## config.mk

```make
export PLATFORM = sky130hd
export DESIGN_NAME = mem_result_select
export DESIGN_NICKNAME = d
export VERILOG_FILES = /design/src/logic/exu_pkg.sv /design/src/logic/mem_result_select.sv
export SDC_FILE = /design/constraint.sdc
export NUM_CORES = 1
export LEC_CHECK = 0
export BUFFER_PORTS_ARGS = -buffer_cell sky130_fd_sc_hd__buf_2
export CORE_ASPECT_RATIO = 0.75
export CORE_MARGIN = 2
export CORE_UTILIZATION = 48
export DETAILED_ROUTE_END_ITERATION = 7
export PLACE_DENSITY = 0.86
export REMOVE_ABC_BUFFERS = 1
export SLEW_MARGIN = 10
export SYNTH_ARGS = -nofsm -noshare
export SYNTH_HDL_FRONTEND = slang
export SYNTH_SLANG_ARGS = --single-unit
export TNS_END_PERCENT = 1
```

## constraint.sdc

```tcl
create_clock -name vclk -period 3.5
set_input_delay 0.175 -clock vclk [all_inputs]
set_output_delay 0.175 -clock vclk [all_outputs]
set_load 0.005 [all_outputs]
```

## src/logic/exu_pkg.sv

```systemverilog
`default_nettype none

package exu_pkg;

    localparam int XLEN       = 32;
    localparam int REG_ADDR_W = 5;

    typedef logic [XLEN-1:0]       word_t;
    typedef logic [63:0]           dword_t;    // Product or partial addend
    typedef logic [REG_ADDR_W-1:0] reg_addr_t;

    typedef enum logic [3:0] {
        ALU_ADD   = 4'd0,
        ALU_SUB   = 4'd1,
        ALU_AND   = 4'd2,
        ALU_OR    = 4'd3,
        ALU_XOR   = 4'd4,
        ALU_SLL   = 4'd5,
        ALU_SRL   = 4'd6,
        ALU_SRA   = 4'd7,
        ALU_SLT   = 4'd8,
        ALU_SLTU  = 4'd9,
        ALU_PASS2 = 4'd10                      // Result is operand 2
    } alu_op_t;

    // One-hot writeback source, slot B only
    typedef struct packed {
        logic alu;
        logic load;
        logic mul_lo;
        logic mul_hi;
    } wb_sel_t;

    typedef struct packed {
        word_t     pc;
        reg_addr_t rs1_addr;
        word_t     rs1_data;                   // Register file value, before forwarding
        reg_addr_t rs2_addr;
        word_t     rs2_data;
        word_t     imm;
        logic      src1_pc;                    // Operand 1 is pc
        logic      src2_imm;                   // Operand 2 is imm
        alu_op_t   alu_op;
        logic      rf_we;
        reg_addr_t rf_waddr;
    } slot_in_t;

    typedef struct packed {
        wb_sel_t wb_sel;
        logic    mul_signed;
        logic    mem_we;                       // Store
    } slot_b_ctl_t;

    typedef struct packed {
        logic      we;
        reg_addr_t waddr;
        word_t     wdata;
    } wb_port_t;

    typedef struct packed {
        word_t     alu_a;
        word_t     alu_b;
        logic      we_a;
        reg_addr_t waddr_a;
        logic      we_b;
        reg_addr_t waddr_b;
        wb_sel_t   wb_sel;
        logic      mem_wr;                     // Store in MEM
        dword_t    mul_add_lo;
        dword_t    mul_add_hi;
    } ex_mem_t;

    typedef struct packed {
        logic  rd;
        logic  wr;
        word_t addr;
        word_t wdata;
    } dmem_req_t;

    typedef struct packed {
        logic  ready;
        word_t rdata;
    } dmem_rsp_t;

endpackage

`default_nettype wire

```

## src/logic/mem_result_select.sv

```systemverilog
`default_nettype none

module mem_result_select import exu_pkg::*; (
    input  ex_mem_t ex_mem,
    input  word_t   rdata,
    output word_t   wdata_b
);

    dword_t product;

    assign product = ex_mem.mul_add_lo + ex_mem.mul_add_hi;    // Second multiply stage

    // AND-OR mux, select is one-hot
    assign wdata_b = ({XLEN{ex_mem.wb_sel.alu}}    & ex_mem.alu_b)
                   | ({XLEN{ex_mem.wb_sel.load}}   & rdata)
                   | ({XLEN{ex_mem.wb_sel.mul_lo}} & product[31:0])
                   | ({XLEN{ex_mem.wb_sel.mul_hi}} & product[63:32]);

endmodule

`default_nettype wire

```

Word level (Yosys, flattened, before mapping)
Cells that the tools add are included.

storage, ports and cells
  register bits = 0
  word-level logic and storage cells = 8
  output and inout port bits = 32

cells by class
  bitwise logic cells = 7
  $add $sub $neg = 1

operator list
  operator            count
  32-bit bitwise AND  4
  32-bit OR           3
  64-bit adder        1

Logic depth before layout (Yosys ltp)
  word-level depth = 4
  gate-level depth with buffers = 12
  gate-level depth less buffers = 12

Worst setup path after synthesis
Ideal clock, no wire load.

  kind = input to output
  start point = in ex_mem[0] (netlist name)
  end point = out wdata_b[26]
  required time = 3.325 ns
  slack = 0.814 ns
  arrival = 2.511 ns
  path buffers = 0
  stages = 12
  cell sequence = ha_1 > inv_1 > fa_1 > nand2b_1 > a21oi_2 > nand2b_4 > a31o_4 > a31o_4 > a41oi_4 > o41ai_4 > mux2i_1 > a211o_1

between the ends
  cells in the longest elaborated chain, start to end = 4

ends and longest elaborated chain
  what                line                     source
  start, declared     mem_result_select.sv:4   input ex_mem_t ex_mem,
  64-bit adder *      mem_result_select.sv:11  assign product = ex_mem.mul_add_lo + ex_mem.mul_add_hi;
  32-bit bitwise AND  mem_result_select.sv:16  | ({XLEN{ex_mem.wb_sel.mul_lo}} & product[31:0])
  32-bit OR           mem_result_select.sv:16
  32-bit OR *         mem_result_select.sv:17  | ({XLEN{ex_mem.wb_sel.mul_hi}} & product[63:32]);
  end, declared       mem_result_select.sv:6   output word_t wdata_b

Mark *: on every way between the ends. The rest lies on a longest branch, timed or not.

Worst setup path in the final report
Ends and elaborated chain as after synthesis.

==> results.txt <==
status - finished, final reports clean
total track usage - 32.3%
worst hold path class - input port to output pin
post-layout util - 59.7%
Final min period - 3.32 ns
syn_area_per_cell - 6.89 sq um
Area Growth Syn to Fin - 22.5%
max incr delay on CP - 0.57 ns
adder-cell share of the synthesized area - 16.4%
row count - 32
non-filler cells, final - 1042
Setup Fix Bufs, Post-CTS - 0
CP Max Fanout - 4
Synth Area in XOR/XNOR - 9.23%
WP buf/inv - 3
clock buf count - 0
initial antenna violation count - 0
fillers - 993
Cell Area, Synth - 4930 sq um
DR vias - 6733
Met3 Wirelength - 2440 um
first-pass GRT wire length - 29300 um
RSZ-0062 raised after global routing - false
placed cells - 1042
Die X - 121 um
GPL Wtd Cong - 1.04
Total Wirelength - 19200 um
post-placement setup slack - 0.228 ns
final net count - 1213
endpoints failing setup - 0
Critical Setup Path Class - input port to output pin
# DRC - 0
Starting Density - 48.7%
DR iter-0 viols - 983
setup_tns - 0 ns
CP top delay family - compound AO/OA/AOI/OAI gates
Worst-Margin Slew - 0.758 ns
cell type with the largest total area after synthesis - ha_1
worst rel slew slack - 49.4%
Die Area - 11100 sq um
Slew Limit Fails - 0
CP cell instances - buf_2 > ha_1 > inv_1 > fa_1 > nand2b_1 > a21oi_2 > nand2b_4 > a31o_4 > a31o_4 > a41oi_4 > o41ai_4 > mux2i_1 > a211o_1 > buf_2
critical path arrival - 3.14 ns
dpl hpwl - 15900 um
register area - 0 sq um
Final ANT Viol Nets - 0
post-synth top area share - 16.0%
final worst-path cycle share - 94.8%
Pre-antenna DRT Iters - 6
hold_buf cts - 0
Worst EP required - 3.32 ns
largest net degree at the start of global routing - 33
top post-synthesis cells by area - ha_1 (16%), a21oi_1 (7.8%), o21ai_0 (6.2%), a222oi_1 (5.3%), xor2_1 (5.1%)
mux contribution to synthesized area - 1.45%
Met1 Wirelength - 8350 um
main combinational cell family by area after synthesis - compound AO/OA/AOI/OAI gates
final hold viol count - 0
highest clock rate - 0.301 GHz
Crit. End Element - output pin
critical path startpoint category - input port
DIE HEIGHT - 91.8 um
FFs & Latches - 0
cts repair resizes - 0
number of max-cap violations - 0
core area - 10100 sq um
number of buffers added on ports - 228
sequential area share after synthesis - 0%
I/O pin cnt - 273
Leakage Power - 2.84 nW
slowest stage cell, crit path - o41ai_4
ratio of cells with drive above 1 in the final layout - 29.6%
Routed wire per std cell - 18.5 um
fraction of the mapped netlist area in simple logic gates - 22.2%
final worst setup slack - 0.182 ns
vias in the first global route - 5893
Warnings, synthesis - 0
P per Cell Area - 196 nW/um^2
peak supply drop - 0.100 mV
Synth Area in Compound Gates - 43.7%
global route overflow - 0
Final Power - 1.19 mW
top sig layer - met4
Cells after Synth - 716
met2 wire len - 8020 um
vias per cell - 6.46
final antenna diode count - 0
Unique masters post-synth - 80
[power breakdown]
| part | internal (mW) | leakage, nW | switching, mW |
|---|---|---|---|
| sequential | 0 | 0 | 0 |
| clock | 0 | 0 | 0 |
| combinational | 0.495 | 2.84 | 0.692 |
| total | 0.495 | 2.84 | 0.692 |
[through the flow]
step                area, sq um  hold slack, ns
global placement           6040           0.652
floorplan                  4650           0.439
global route               6040           0.684
detailed placement         6040           0.658
CTS                        6040           0.659
finish                     6040           0.657
[cell families (layout without fill, tap and decap cells)]
group / Yosys count / count (layout)
AND/OR/NAND/NOR: 221 / 221
multiplexers: 7 / 7
AO/OA/AOI/OAI: 306 / 306
buffers and inverters: 66 / 256
XOR/XNOR: 52 / 52
adder cells (fa/ha/maj): 64 / 64
[routing by layer]
| layer | vias to the layer above | GRT usage, % |
|---|---|---|
| li1 | 3185 | - |
| met2 | 462 | 49.8 |
| met4 | 0 | 5.81 |
| met1 | 3043 | 47.3 |
| met5 | - | 0 |
| met3 | 43 | 4.91 |
[worst paths after layout]
path	end	cells past startpoint	slack [ns]	from
worst max-delay path	wdata_b[26]	14	0.18	ex_mem[0]
worst min-delay path	wdata_b[3]	4	0.66	rdata[3]
[cells in the mapped netlist, types with 19 or more instances]
cell type  count
nand4_1       30
a21oi_1       77
a222oi_1      26
xor2_1        29
o21ai_0       61
nand2_1       64
a21o_1        31
nor2_1        46
xnor2_1       23
nor3_1        19
clkbuf_1      21
ha_1          63
[cells in the final DEF (no fill, tap or decap), types with 5 or more instances in the layout]
cell type / synthesis / final
o21a_1: 6 / 6
o211ai_1: 9 / 9
a21oi_2: 5 / 5
and3_1: 6 / 6
xnor2_1: 23 / 23
a21oi_1: 77 / 77
xor2_1: 29 / 29
nand3_1: 18 / 18
o221ai_1: 5 / 5
nand2_1: 64 / 64
ha_1: 63 / 63
o21bai_1: 14 / 14
nor2_1: 46 / 46
o21ai_0: 61 / 61
or4_1: 5 / 5
o21ai_1: 10 / 10
a222oi_1: 26 / 26
mux2i_1: 6 / 6
buf_4: 1 / 11
nor4_1: 5 / 5
a21o_1: 31 / 31
nand4_1: 30 / 30
a31oi_1: 6 / 6
buf_2: 16 / 228
inv_1: 16 / 16
nand2b_1: 7 / 7
nor3_1: 19 / 19
or3_1: 6 / 6
[final cells by class]
type               instances  area (sq um)  share of cell area, %
inverters                 17          63.8                   1.06
well taps                136           170                   2.82
repair buffers           239          1220                   20.2
multi-input cells        650          4590                   75.9
(Power assumes the default switching activity.)
