$ cat config.mk
export PLATFORM = sky130hd
export DESIGN_NAME = stage_regs
export DESIGN_NICKNAME = d
export VERILOG_FILES = /design/src/logic/exu_pkg.sv /design/src/logic/stage_regs.sv
export SDC_FILE = /design/constraint.sdc
export NUM_CORES = 1
export LEC_CHECK = 0
export ABC_AREA = 0
export BUFFER_PORTS_ARGS = -buffer_cell sky130_fd_sc_hd__buf_2
export CORE_AREA = 2 2 224 226
export CTS_BUF_LIST = sky130_fd_sc_hd__clkbuf_8
export CTS_CLUSTER_DIAMETER = 40
export DETAILED_ROUTE_END_ITERATION = 10
export DIE_AREA = 0 0 226 228
export PLACE_DENSITY = 0.42
export SLEW_MARGIN = 20
export SYNTH_ARGS = -nofsm -noshare
export SYNTH_HDL_FRONTEND = slang
export SYNTH_SLANG_ARGS = --single-unit
export TNS_END_PERCENT = 5
$ cat constraint.sdc
create_clock -name clk -period 1.97 [get_ports clk]
set_input_delay 0.197 -clock clk [delete_from_list [all_inputs] [get_ports clk]]
set_output_delay 0.197 -clock clk [all_outputs]
set_load 0.02 [all_outputs]
$ cat src/logic/exu_pkg.sv
`default_nettype none

package exu_pkg;

    localparam int XLEN       = 32;
    localparam int REG_ADDR_W = 5;

    typedef logic [XLEN-1:0]       word_t;
    typedef logic [63:0]           dword_t;    // Product or partial addend
    typedef logic [REG_ADDR_W-1:0] reg_addr_t;

    typedef enum logic [3:0] {
        ALU_ADD   = 4'd0,
        ALU_SUB   = 4'd1,
        ALU_AND   = 4'd2,
        ALU_OR    = 4'd3,
        ALU_XOR   = 4'd4,
        ALU_SLL   = 4'd5,
        ALU_SRL   = 4'd6,
        ALU_SRA   = 4'd7,
        ALU_SLT   = 4'd8,
        ALU_SLTU  = 4'd9,
        ALU_PASS2 = 4'd10                      // Result is operand 2
    } alu_op_t;

    // One-hot writeback source, slot B only
    typedef struct packed {
        logic alu;
        logic load;
        logic mul_lo;
        logic mul_hi;
    } wb_sel_t;

    typedef struct packed {
        word_t     pc;
        reg_addr_t rs1_addr;
        word_t     rs1_data;                   // Register file value, before forwarding
        reg_addr_t rs2_addr;
        word_t     rs2_data;
        word_t     imm;
        logic      src1_pc;                    // Operand 1 is pc
        logic      src2_imm;                   // Operand 2 is imm
        alu_op_t   alu_op;
        logic      rf_we;
        reg_addr_t rf_waddr;
    } slot_in_t;

    typedef struct packed {
        wb_sel_t wb_sel;
        logic    mul_signed;
        logic    mem_we;                       // Store
    } slot_b_ctl_t;

    typedef struct packed {
        logic      we;
        reg_addr_t waddr;
        word_t     wdata;
    } wb_port_t;

    typedef struct packed {
        word_t     alu_a;
        word_t     alu_b;
        logic      we_a;
        reg_addr_t waddr_a;
        logic      we_b;
        reg_addr_t waddr_b;
        wb_sel_t   wb_sel;
        logic      mem_wr;                     // Store in MEM
        dword_t    mul_add_lo;
        dword_t    mul_add_hi;
    } ex_mem_t;

    typedef struct packed {
        logic  rd;
        logic  wr;
        word_t addr;
        word_t wdata;
    } dmem_req_t;

    typedef struct packed {
        logic  ready;
        word_t rdata;
    } dmem_rsp_t;

endpackage

`default_nettype wire

$ cat src/logic/stage_regs.sv
`default_nettype none

module stage_regs import exu_pkg::*; (
    input  logic     clk,
    input  logic     rst_n,
    input  ex_mem_t  ex_next,
    input  logic     mem_ready,
    input  wb_port_t wb_a_next,
    input  wb_port_t wb_b_next,
    output ex_mem_t  ex_mem,
    output wb_port_t wb_a,
    output wb_port_t wb_b,
    output logic     stall
);

    logic mem_access;

    assign mem_access = ex_mem.wb_sel.load | ex_mem.mem_wr;
    assign stall      = mem_access & ~mem_ready;   // Wait for the data port

    // EX/MEM holds while the access is pending
    always_ff @(posedge clk) begin
        if (!rst_n) begin
            ex_mem <= '0;
        end else if (!stall) begin
            ex_mem <= ex_next;
        end
    end

    // MEM/WB takes a bubble on stall so nothing writes back twice
    always_ff @(posedge clk) begin
        if (!rst_n) begin
            wb_a <= '0;
            wb_b <= '0;
        end else if (stall) begin
            wb_a.we <= 1'b0;
            wb_b.we <= 1'b0;
        end else begin
            wb_a <= wb_a_next;
            wb_b <= wb_b_next;
        end
    end

endmodule

`default_nettype wire

======== Word-level counts from Yosys, hierarchy flattened ========
Cells that the tools add are included.
storage, ports and cells
  register bits ........................... 285
  bits in latches ......................... 0
  memory bits (writable) .................. 0
  bits in read-only memories .............. 0
  input bits .............................. 288
  output and inout bits ................... 286
  memories ................................ 0
cells by class
  add/sub/neg operators ................... 0
  $mul .................................... 0
  div/mod/pow operators ................... 0
  $lt $le $gt $ge ......................... 0
  equal/unequal tests ..................... 0
  shifts and indexed selects .............. 0
  mux-type cells .......................... 0
  bitwise logic cells ..................... 4
  reduce and logical (&&, ||, !) cells .... 1
operators with widths
  operator         count
  $not 1->1        2
  $reduce_or 2->1  1
  $and 1x1->1      1
  $or 1x1->1       1

======== Depth between registers and ports, before layout ========
  depth after elaboration ................. 3
  gate-level depth with buffers ........... 6
  gate-level depth less buffers ........... 3

======== Worst setup path after synthesis ========
Ideal clock, no wire load.
  kind .................................... register to output
  start point ............................. reg ex_mem[128] in the netlist's numbering
  end point ............................... out stall
  data arrival time ....................... 1.130 ns
  data required time ...................... 1.773 ns
  path slack .............................. 0.643 ns
  stages on the path, launching flop included .. 5
  path buffers ............................ 2
  cell sequence ........................... dfxtp_1 > o21bai_4 > buf_6 > clkbuf_1 > inv_1
on the way
  longest elaborated chain between the ends .. 2
ends and longest elaborated chain
  item                    RTL line          RTL
  start, declared         stage_regs.sv:10  output ex_mem_t ex_mem,
  start signal, assigned  stage_regs.sv:26  ex_mem <= ex_next;
  $or 1x1->1              stage_regs.sv:18  assign mem_access = ex_mem.wb_sel.load | ex_mem.mem_wr;
  $and 1x1->1             stage_regs.sv:19  assign stall = mem_access & ~mem_ready;
  end, declared           stage_regs.sv:13  output logic stall
No other way between the ends.

======== Worst setup path in the final report ========
  start point ............................. reg ex_mem[128] in the netlist's numbering
  end point ............................... reg ex_mem[131] in the netlist's numbering
on the way
  longest elaborated chain between the ends .. 2
ends and longest elaborated chain
  item         RTL line
  $or 1x1->1   stage_regs.sv:18
  $and 1x1->1  stage_regs.sv:19
No other way between the ends.
A chain may end at the register's enable or synchronous reset.

==> run_results.csv <==
group,metric,value,unit
global_route,antenna_found_initial,1,
clock_tree,clkTransAtPathRegs,0.06,ns
route,vias_per_cell,4.154,
setup_path,r2r_slack,0.07,ns
sta,hold_violations,0,
clock_tree,cts_sinks,285,
layout,layout.cells.most_common,"buf_2",
setup_path,cp.arrival,2.39,ns
global_route,grt_pass1_wl,60650,um
clock_tree,h-tree-depth,2,
sta,slew_viol_final,0,
route,wirelength,39690,um
synth,synth_cells,1263,
layout,area_growth,76.43,%
synth,ys_warn_count,0,
synth,synth.net_count,1551,
synth,netlist_area,10370,um2
clock_tree,cts_tree,"done",
synth,syn_area_per_cell,8.210,um2
pwr,peakVddDrop,0.5398,mV
layout,mostFrequentLayoutCells,"572 x buf_2, 306 x dlygate4sd3_1, 284 x dfxtp_1",
sta,period_needed,1.901,ns
setup_path,required,2.46,ns
setup_path,path_cells,"inv_1, o21ai_0, dlygate4sd3_1, a21boi_0, dlygate4sd3_1",
floorplan,rows,82,
sta,tightest_slew,0.4769,ns
pwr,leakage,8.340,nW
clock_tree,clock-root-buffer,"clkbuf_8",
min_path,hold_class,"primary input to flip-flop",
clock_tree,numCtsBuffers,58,
setup_path,cpMostUsedCell,"dlygate4sd3_1",
synth,synth-seq-area-share,0.5503,
setup_path,slowest_stage,"dlygate4sd3_1",
floorplan,die_w,226,um
place,place_congestion,0.7991,
global_route,grtUsageMet1,0.1611,
floorplan,die-area,51530,um2
sta,fmax,0.5261,GHz
global_route,gr-max-usage-layer,"met2",
synth,ys_seq_elements,285,
layout,nets,2408,
layout,design_area,18290,um2
synth,synth_area_leaders,"dfxtp_1 55%, nand3_1 14%, nand2_1 10%, o21ai_0 8.3%, o21ai_1 5.3%",
floorplan,die_h,228,um
clock_tree,cts_buffer_depth,3,
synth,synthDistinctLibCells,18,
setup_path,cp_max_fo,3,
run_status,status,"finished clean",
setup_path,end_kind,"flip-flop",
sta,finalClockSkew,0.02792,ns
sta,slew_headroom,0.6821,
run,cap_violations,0,
setup_path,critPathBufInv,3,
global_route,grt_pass1_vias,11620,
sta,finalSetupViolCount,0,
synth,yosysTopAreaCell,"dfxtp_1",
route,post_drt_wl_per_cell,13.98,um
synth,synth_top_area_share,0.5503,
setup_path,crit_family,"buffers and inverters",
place,dpl_cell_area,13870,um2
global_route,overflow,0,
layout,fill_cells,5091,
floorplan,initial_core_util,0.2101,
global_route,grt_usage,0.1455,
place,dp_hpwl,27110,um
global_route,met2_usage,0.2546,
route,firstDrtPassIters,4,
floorplan,ios,574,
route,drc,0,
sta,post-route-period-util,0.9648,
layout,drive_gt1_frac,0.3267,
route,drt-initial-drc-count,466,
global_route,grt_start_max_net_pins,109,
clock_tree,worstSkewPairLatency,0.63,ns
place,portBuffers,573,
setup_path,crit_type,"flip-flop to flip-flop",
sta,fin_tns_setup,0,ns
floorplan,coreArea,49350,um2
sta,grt_setup_unrepaired,"false",
pwr,pwr_density_cell,885.8,nW/um2
route,vias,11800,
global_route,use_met3,0.04869,
setup_path,cpPeakStageDelay,0.57,ns
setup_path,cp-start-kind,"flip-flop",
route,drtAntennaViolNets,0,
## tightest hold or removal path: cells and delay by family
| family | cells | cell delay [ns] |
|---|---|---|
| AOI/OAI and AO/OA | 2 | 0.25 |
| buffers and inverters | 2 | 0.29 |
## through the flow
| stage | hold slack [ns] | power [W] | instances | utilization | setup WS [ns] |
|---|---|---|---|---|---|
| final | 0.1917 | 0.01620 | 2840 | 0.3707 | 0.06936 |
| after global routing | 0.1749 | 0.01703 | 2840 | 0.3707 | 0.01618 |
| after global placement | 0.4092 | 0.008875 | 2425 | 0.2810 | 0.5742 |
| after detailed placement | 0.4152 | 0.008901 | 2425 | 0.2810 | 0.5279 |
| after floorplan | 0.3274 | 0.007904 | 1263 | - | 0.6434 |
| after CTS | 0.1101 | 0.01646 | 2838 | 0.3700 | 0.03763 |
## where the power goes
group,internal (W),switching (W)
Clock,0.00415,0.00277
Combinational,0.00125,0.00161
Sequential,0.00621,0.000216
## Yosys cell counts
cell	instances
a21boi_0	1
a2bb2oi_1	1
and3_1	2
buf_1	3
buf_2	31
buf_4	9
buf_6	24
clkbuf_1	57
clkbuf_2	1
dfxtp_1	285
inv_1	2
nand2_1	281
nand2b_1	1
nand3_1	281
nor2b_1	1
o21ai_0	172
o21ai_1	110
o21bai_4	1
## routing by layer
metal | wire, um | share of wire | up-vias
met5 | 0 | 0 | -
met1 | 16110 | 0.41 | 5319
met2 | 19230 | 0.48 | 391
met3 | 3205 | 0.081 | 74
met4 | 1147 | 0.029 | 0
li1 | - | - | 6014
## repair_timing
action | in CTS | in global routing
hold endpoints to repair | 285 | 0
hold buffers | 306 | 0
setup buffers | 0 | 0
gates resized for setup | 0 | 2
endpoints found under the setup margin | 0 | 5
## registers in the layout, indices dropped and copies added, names as in the netlist
register and cells:
wb_a 38, wb_b 38, ex_mem 209
## path summary, 6_finish.rpt
kind                                          startpoint                        to  depth (start not counted)
worst max-delay path            ex_mem[128]$_SDFFE_PN0N_  ex_mem[131]$_SDFFE_PN0N_                          5
worst min-delay path                           mem_ready  ex_mem[178]$_SDFFE_PN0N_                          4
worst max register to register  ex_mem[128]$_SDFFE_PN0N_  ex_mem[131]$_SDFFE_PN0N_                          5
worst min register to register    ex_mem[0]$_SDFFE_PN0N_    ex_mem[0]$_SDFFE_PN0N_                          2
## cells by family (layout without fill, tap and decap cells)
| logic type | after synthesis | after routing | synth area share |
|---|---|---|---|
| AO/OA/AOI/OAI | 285 | 285 | 0.1395 |
| buffers and inverters | 127 | 1031 | 0.07047 |
| flip-flops | 285 | 285 | 0.5503 |
| other | 0 | 1 | 0 |
| AND/OR/NAND/NOR | 566 | 566 | 0.2398 |
## cell type report
class,instances,area (um2),share of cell area
inverters,2,7.507,0.0004104
clock inverters,41,419.2,0.02291
repair buffers,922,6476,0.3540
flip-flops and latches,285,5707,0.3119
clock buffers,66,908.4,0.04965
multi-input cells,851,3933,0.2150
diodes,1,2.502,0.0001368
well taps,672,840.8,0.04596
Note: power is estimated with default switching activity, not from simulation.
