File: config.mk
export PLATFORM = sky130hd
export DESIGN_NAME = mul_partial
export DESIGN_NICKNAME = d
export VERILOG_FILES = /design/src/logic/exu_pkg.sv /design/src/logic/mul_partial.sv
export SDC_FILE = /design/constraint.sdc
export NUM_CORES = 2
export LEC_CHECK = 0
export BUFFER_PORTS_ARGS = -buffer_cell sky130_fd_sc_hd__buf_2
export CORE_UTILIZATION = 55
export DETAILED_ROUTE_END_ITERATION = 12
export MAX_ROUTING_LAYER = met4
export PLACE_DENSITY = 0.81
export SETUP_SLACK_MARGIN = 0.1
export SYNTH_ARGS = -nofsm -noshare
export SYNTH_HDL_FRONTEND = slang
export SYNTH_SLANG_ARGS = --single-unit
File: constraint.sdc
create_clock -name vclk -period 8.7
set_input_delay 0.87 -clock vclk [all_inputs]
set_output_delay 0.87 -clock vclk [all_outputs]
set_load 0.005 [all_outputs]
File: src/logic/exu_pkg.sv
`default_nettype none

package exu_pkg;

    localparam int XLEN       = 32;
    localparam int REG_ADDR_W = 5;

    typedef logic [XLEN-1:0]       word_t;
    typedef logic [63:0]           dword_t;    // Product or partial addend
    typedef logic [REG_ADDR_W-1:0] reg_addr_t;

    typedef enum logic [3:0] {
        ALU_ADD   = 4'd0,
        ALU_SUB   = 4'd1,
        ALU_AND   = 4'd2,
        ALU_OR    = 4'd3,
        ALU_XOR   = 4'd4,
        ALU_SLL   = 4'd5,
        ALU_SRL   = 4'd6,
        ALU_SRA   = 4'd7,
        ALU_SLT   = 4'd8,
        ALU_SLTU  = 4'd9,
        ALU_PASS2 = 4'd10                      // Result is operand 2
    } alu_op_t;

    // One-hot writeback source, slot B only
    typedef struct packed {
        logic alu;
        logic load;
        logic mul_lo;
        logic mul_hi;
    } wb_sel_t;

    typedef struct packed {
        word_t     pc;
        reg_addr_t rs1_addr;
        word_t     rs1_data;                   // Register file value, before forwarding
        reg_addr_t rs2_addr;
        word_t     rs2_data;
        word_t     imm;
        logic      src1_pc;                    // Operand 1 is pc
        logic      src2_imm;                   // Operand 2 is imm
        alu_op_t   alu_op;
        logic      rf_we;
        reg_addr_t rf_waddr;
    } slot_in_t;

    typedef struct packed {
        wb_sel_t wb_sel;
        logic    mul_signed;
        logic    mem_we;                       // Store
    } slot_b_ctl_t;

    typedef struct packed {
        logic      we;
        reg_addr_t waddr;
        word_t     wdata;
    } wb_port_t;

    typedef struct packed {
        word_t     alu_a;
        word_t     alu_b;
        logic      we_a;
        reg_addr_t waddr_a;
        logic      we_b;
        reg_addr_t waddr_b;
        wb_sel_t   wb_sel;
        logic      mem_wr;                     // Store in MEM
        dword_t    mul_add_lo;
        dword_t    mul_add_hi;
    } ex_mem_t;

    typedef struct packed {
        logic  rd;
        logic  wr;
        word_t addr;
        word_t wdata;
    } dmem_req_t;

    typedef struct packed {
        logic  ready;
        word_t rdata;
    } dmem_rsp_t;

endpackage

`default_nettype wire

File: src/logic/mul_partial.sv
`default_nettype none

module mul_partial import exu_pkg::*; (
    input  word_t  x,
    input  word_t  y,
    input  logic   is_signed,
    output dword_t addend_lo,
    output dword_t addend_hi
);

    logic signed [32:0] x_ext;
    logic signed [32:0] y_ext;
    logic signed [16:0] y_lo;                  // Low half, always non-negative
    logic signed [16:0] y_hi;                  // Upper 17 bits of extended y
    logic signed [63:0] prod_lo;
    logic signed [63:0] prod_hi;

    // A 33-bit signed view covers both signed and unsigned operands
    assign x_ext = {is_signed & x[XLEN-1], x};
    assign y_ext = {is_signed & y[XLEN-1], y};

    assign y_lo = {1'b0, y[15:0]};
    assign y_hi = y_ext[32:16];

    assign prod_lo = x_ext * y_lo;
    assign prod_hi = x_ext * y_hi;

    // Sum of the two is x * y modulo 2^64
    assign addend_lo = prod_lo;
    assign addend_hi = prod_hi << 16;

endmodule

`default_nettype wire

; After elaboration in Yosys (flattened, before gate mapping)
; Cells that the tools add are included.
[word_totals]
wordCells = 4
out_inout_bits = 128
reg_bits = 0
in_bits = 65
[op_classes]
mul = 2
n_bitwise = 2
[ops]
columns = op, count
row1 = multiplier 33 x 17 -> 50 bit, 1
row2 = multiplier 33 x 17 -> 48 bit, 1
row3 = AND 1 bit, 2

; Longest topological paths before layout
[logic_depth]
depth_word = 2
mapped_depth = 26
ltp_nobuf = 23

; Worst setup path before layout
; OpenSTA, ideal clock, no wires.
[synth_path]
path_type = input-to-output
from = input is_signed
to = output addend_lo[50]
n_path_buf = 3
required_ps = 7830
cell_stages = 22
setup_slack_ps = 639
t_arrival_ps = 7191
cell_sequence = and2_1 clkbuf_1 clkbuf_1 nand2_1 inv_1 fa_1 inv_1 fa_1 inv_1 fa_1 fa_1 fa_1 fa_1 ha_1 a21o_1 a211o_1 a2111oi_2 nor3_2 a211oi_1 o21bai_1 xnor2_1 buf_4
[synth_via]
elab_chain_len = 2
[synth_rtl]
columns = item, line
row1 = "start, declared", mul_partial.sv:6  ; input logic is_signed,
row2 = AND 1 bit, mul_partial.sv:19  ; assign x_ext = {is_signed & x[XLEN-1], x};
row3 = multiplier 33 x 17 -> 50 bit, mul_partial.sv:25  ; assign prod_lo = x_ext * y_lo;
row4 = "end, declared", mul_partial.sv:7  ; output dword_t addend_lo,
; Every way passes these cells.

; Final worst setup path
[layout_path]
from = input x[13]
to = output addend_hi[61]
[layout_via]
elab_chain_len = 1
[layout_rtl]
columns = item, line
row1 = "start, declared", mul_partial.sv:4  ; input word_t x,
row2 = multiplier 33 x 17 -> 48 bit, mul_partial.sv:26  ; assign prod_hi = x_ext * y_hi;
row3 = "end, declared", mul_partial.sv:8  ; output dword_t addend_hi
; Every way passes these cells.

==> results.md <==
Outcome:
- The run finished with clean final reports.

Final layout:
- The total number of nets in the final design is 5736.
- The fraction of layout instances using a drive strength above 1 is 6.62%.
- The count of cells in the finished layout, fillers not included, comes to 5292.
- Once layout is complete, the utilization of the core stands at 58.3%.
- Relative to the synthesized area, the layout overhead comes to 4.14%.
- In the finished layout, the clock tree contains a buffer count of 0.
- The sequential standard cell area is 0 um2.
- In the finished design the tool counted flip-flops and latches totalling 0.

Place:
- Counting tap cells, the placed design contains a total of 5284 instances.
- The number of I/O port buffers is 177.
- The pre-CTS worst setup slack is 0.230 ns.
- The final estimated routing congestion in global placement is 0.906.
- The HPWL after detailed placement is 75200 um.

Worst setup path:
- The endpoint required time on the critical path is 7.83 ns.
- The class of the most critical setup path is in -> out.
- The endpoint arrival time on the critical path is 7.39 ns.
- Of all nets on the critical path, the largest fanout is 14.
- The startpoint class of the critical path is an input port.
- The kind of capture point of the worst setup path is an output port.

Die:
- The area of the die is 0.0700 mm2.
- The core region is 0.0678 mm2.
- The count of boundary I/O pins is 193.
- The initial utilization of the core area, before any placement, comes to 56.0%.
- The floorplan has 95 rows.
- The overall die height is 265 um.
- Measured along the x axis, the die boundary spans 265 um.

Drt:
- Detailed routing inserted a total of 28400 vias.
- After detailed routing, the number of vias per cell comes to 5.37.
- The final antenna-violating net count is 0.
- The first detailed-routing pass ran for 6 iterations.
- The total wire length is 88000 um.
- The routed length per placed instance is 16.6 um.
- After the first detailed-routing iteration, the DRC count stood at 1907.
- After detailed routing, the number of remaining DRC violations is 0.

STA:
- The slew at the pin closest to its max-slew limit is 0.748 ns.
- The post-layout worst setup margin is 0.437 ns.
- The headroom to the max-slew limit is 50.1%.
- Based on the critical path, the design can be clocked at up to 121 MHz.
- The final count of pins violating max slew is 0.
- The total count of hold-check failures in the final report is 0.
- The final setup violation count is 0.
- Setup repair after global routing left no endpoint under its margin.
- The final worst-path cycle share is 95.0%.
- Adding up every negative setup slack in the final design gives 0 ns.
- Counting I/O delays and the setup requirement, the final critical path takes 8.26 ns.

Synthesis:
- A synthesized cell averages 8.62 um2.
- The Yosys step of the flow raised 0 warnings.
- Synthesis instantiated 72 different standard cells from the library.
- The portion of the post-synthesis area used by sequential elements is 0%.
- After technology mapping, the gate count stands at 4400.
- The mapped netlist covers 0.0379 mm2.

GRT:
- Entering global routing, the biggest net connects 39 pins.
- The wire length of the first global-routing pass is 149000 um.
- After global routing the overflow that remains totals 0.
- The total track usage is 27.2%.
- The number of global-route vias before repair is 31000.
- The initial antenna violation count is 8.

Min path:
- The worst hold path cell count is 3.
- The type of the tightest min-delay check is in -> out.

Clock tree:
- The quantity of gates resized following cts is 0.
- The number of buffers inserted by hold repair at cts is 0.
- Buffers added to address setup during post-CTS repair amount to 0.

Job:
- The max capacitance violation total is 0.
[per-stage QoR]
step	instance area [um2]	hold WS, ns
finish	39500	2.38
global route	39500	2.43
CTS	39400	2.37
detailed placement	39400	2.37
global placement	39400	2.37
floorplan	38000	1.86
[area by class of cell]
class	count	area (um2)
Multi-Input combinational cell	2949	32400
Fill cell	5797	28200
Inverter	1220	4580
Timing Repair Buffer	242	1420
Tap cell	873	1090
Antenna cell	8	20.0
[placed cells by master (no fill, tap or decap), types with 4 or more instances in the layout]
master / synthesis / layout
sky130_fd_sc_hd__xor2_1: 22 / 22
sky130_fd_sc_hd__a31oi_1: 6 / 6
sky130_fd_sc_hd__o21ai_1: 11 / 11
sky130_fd_sc_hd__fa_1: 1025 / 1025
sky130_fd_sc_hd__inv_1: 1220 / 1220
sky130_fd_sc_hd__clkbuf_4: 0 / 16
sky130_fd_sc_hd__o31ai_1: 4 / 4
sky130_fd_sc_hd__nand3_1: 19 / 19
sky130_fd_sc_hd__a211oi_1: 11 / 10
sky130_fd_sc_hd__o21ai_2: 5 / 5
sky130_fd_sc_hd__conb_1: 1 / 16
sky130_fd_sc_hd__a21oi_1: 93 / 91
sky130_fd_sc_hd__and2_1: 359 / 359
sky130_fd_sc_hd__nor3_1: 15 / 15
sky130_fd_sc_hd__nand2_1: 736 / 736
sky130_fd_sc_hd__and3_1: 25 / 25
sky130_fd_sc_hd__or3_1: 6 / 6
sky130_fd_sc_hd__a211oi_2: 4 / 5
sky130_fd_sc_hd__o21bai_1: 22 / 22
sky130_fd_sc_hd__a21o_1: 31 / 31
sky130_fd_sc_hd__nand2b_1: 7 / 7
sky130_fd_sc_hd__nand4_1: 7 / 7
sky130_fd_sc_hd__o211ai_1: 6 / 6
sky130_fd_sc_hd__a21oi_2: 6 / 8
sky130_fd_sc_hd__nor2b_1: 14 / 14
sky130_fd_sc_hd__nor2_1: 79 / 79
sky130_fd_sc_hd__buf_2: 0 / 160
sky130_fd_sc_hd__diode_2: 0 / 8
sky130_fd_sc_hd__xnor2_1: 78 / 78
sky130_fd_sc_hd__o21a_1: 9 / 9
sky130_fd_sc_hd__ha_1: 233 / 233
sky130_fd_sc_hd__or2_2: 11 / 11
sky130_fd_sc_hd__o21ai_0: 38 / 38
sky130_fd_sc_hd__buf_4: 30 / 66
[worst max-delay path, stage by stage]
cell                        delay (ns)
sky130_fd_sc_hd__buf_2            0.28
sky130_fd_sc_hd__buf_4            0.23
sky130_fd_sc_hd__buf_4            0.23
sky130_fd_sc_hd__nand2_1          0.10
sky130_fd_sc_hd__fa_1             0.54
sky130_fd_sc_hd__inv_1            0.06
sky130_fd_sc_hd__fa_1             0.54
sky130_fd_sc_hd__inv_1            0.06
sky130_fd_sc_hd__fa_1             0.51
sky130_fd_sc_hd__inv_1            0.06
sky130_fd_sc_hd__fa_1             0.55
sky130_fd_sc_hd__fa_1             0.42
sky130_fd_sc_hd__fa_1             0.44
sky130_fd_sc_hd__ha_1             0.34
sky130_fd_sc_hd__o21ai_0          0.26
sky130_fd_sc_hd__o21ai_1          0.11
sky130_fd_sc_hd__a221oi_2         0.32
sky130_fd_sc_hd__a21oi_2          0.16
sky130_fd_sc_hd__a21oi_2          0.26
sky130_fd_sc_hd__o21ai_2          0.11
sky130_fd_sc_hd__a22o_2           0.28
sky130_fd_sc_hd__a41o_1           0.25
sky130_fd_sc_hd__a2111oi_2        0.21
sky130_fd_sc_hd__buf_2            0.18
[logic make-up (layout without fill, tap and decap cells)]
logic type / Yosys count / in the layout / synth area share (%)
buf+inv: 1466 / 1462 / 14.8
simple gates: 1293 / 1293 / 16.0
fa+ha+maj: 1258 / 1258 / 61.8
compound gates: 281 / 281 / 5.14
xor+xnor: 100 / 100 / 2.31
other cells: 1 / 24 / 0.00988
mux: 1 / 1 / 0.0264
[path summary, 6_finish.rpt]
check / endpoint / startpoint
worst max-delay path: addend_hi[61] / x[13]
worst min-delay path: addend_hi[16] / y[16]
[routing by layer]
metal | wire length (um) | GRT usage (%) | vias up
li1 | - | - | 12500
met2 | 46800 | 48.1 | 1070
met4 | 3540 | 9.73 | 0
met1 | 31900 | 32.7 | 14600
met3 | 5760 | 2.40 | 239
met5 | 0 | - | -
[cells in the mapped netlist (7+ instances only)]
library cell,n,area (um2)
sky130_fd_sc_hd__nor2b_1,14,87.6
sky130_fd_sc_hd__nand4_1,7,43.8
sky130_fd_sc_hd__xor2_1,22,193
sky130_fd_sc_hd__nand2_1,736,2760
sky130_fd_sc_hd__and3_1,25,156
sky130_fd_sc_hd__nand3_1,19,95.1
sky130_fd_sc_hd__a21oi_1,93,465
sky130_fd_sc_hd__xnor2_1,78,683
sky130_fd_sc_hd__inv_1,1220,4580
sky130_fd_sc_hd__fa_1,1025,20500
sky130_fd_sc_hd__o21ai_0,38,190
sky130_fd_sc_hd__o21ai_1,11,55.1
sky130_fd_sc_hd__nand2b_1,7,43.8
sky130_fd_sc_hd__nor2_1,79,297
sky130_fd_sc_hd__o21bai_1,22,165
sky130_fd_sc_hd__clkbuf_1,214,803
sky130_fd_sc_hd__buf_4,30,225
sky130_fd_sc_hd__nor3_1,15,75.1
sky130_fd_sc_hd__a21o_1,31,233
sky130_fd_sc_hd__ha_1,233,2920
sky130_fd_sc_hd__a211oi_1,11,82.6
sky130_fd_sc_hd__and2_1,359,2250
sky130_fd_sc_hd__o21a_1,9,67.6
sky130_fd_sc_hd__or2_2,11,68.8
Power is not shown: default switching activity piles up to over one toggle a cycle in this logic, so the estimate is an artifact.
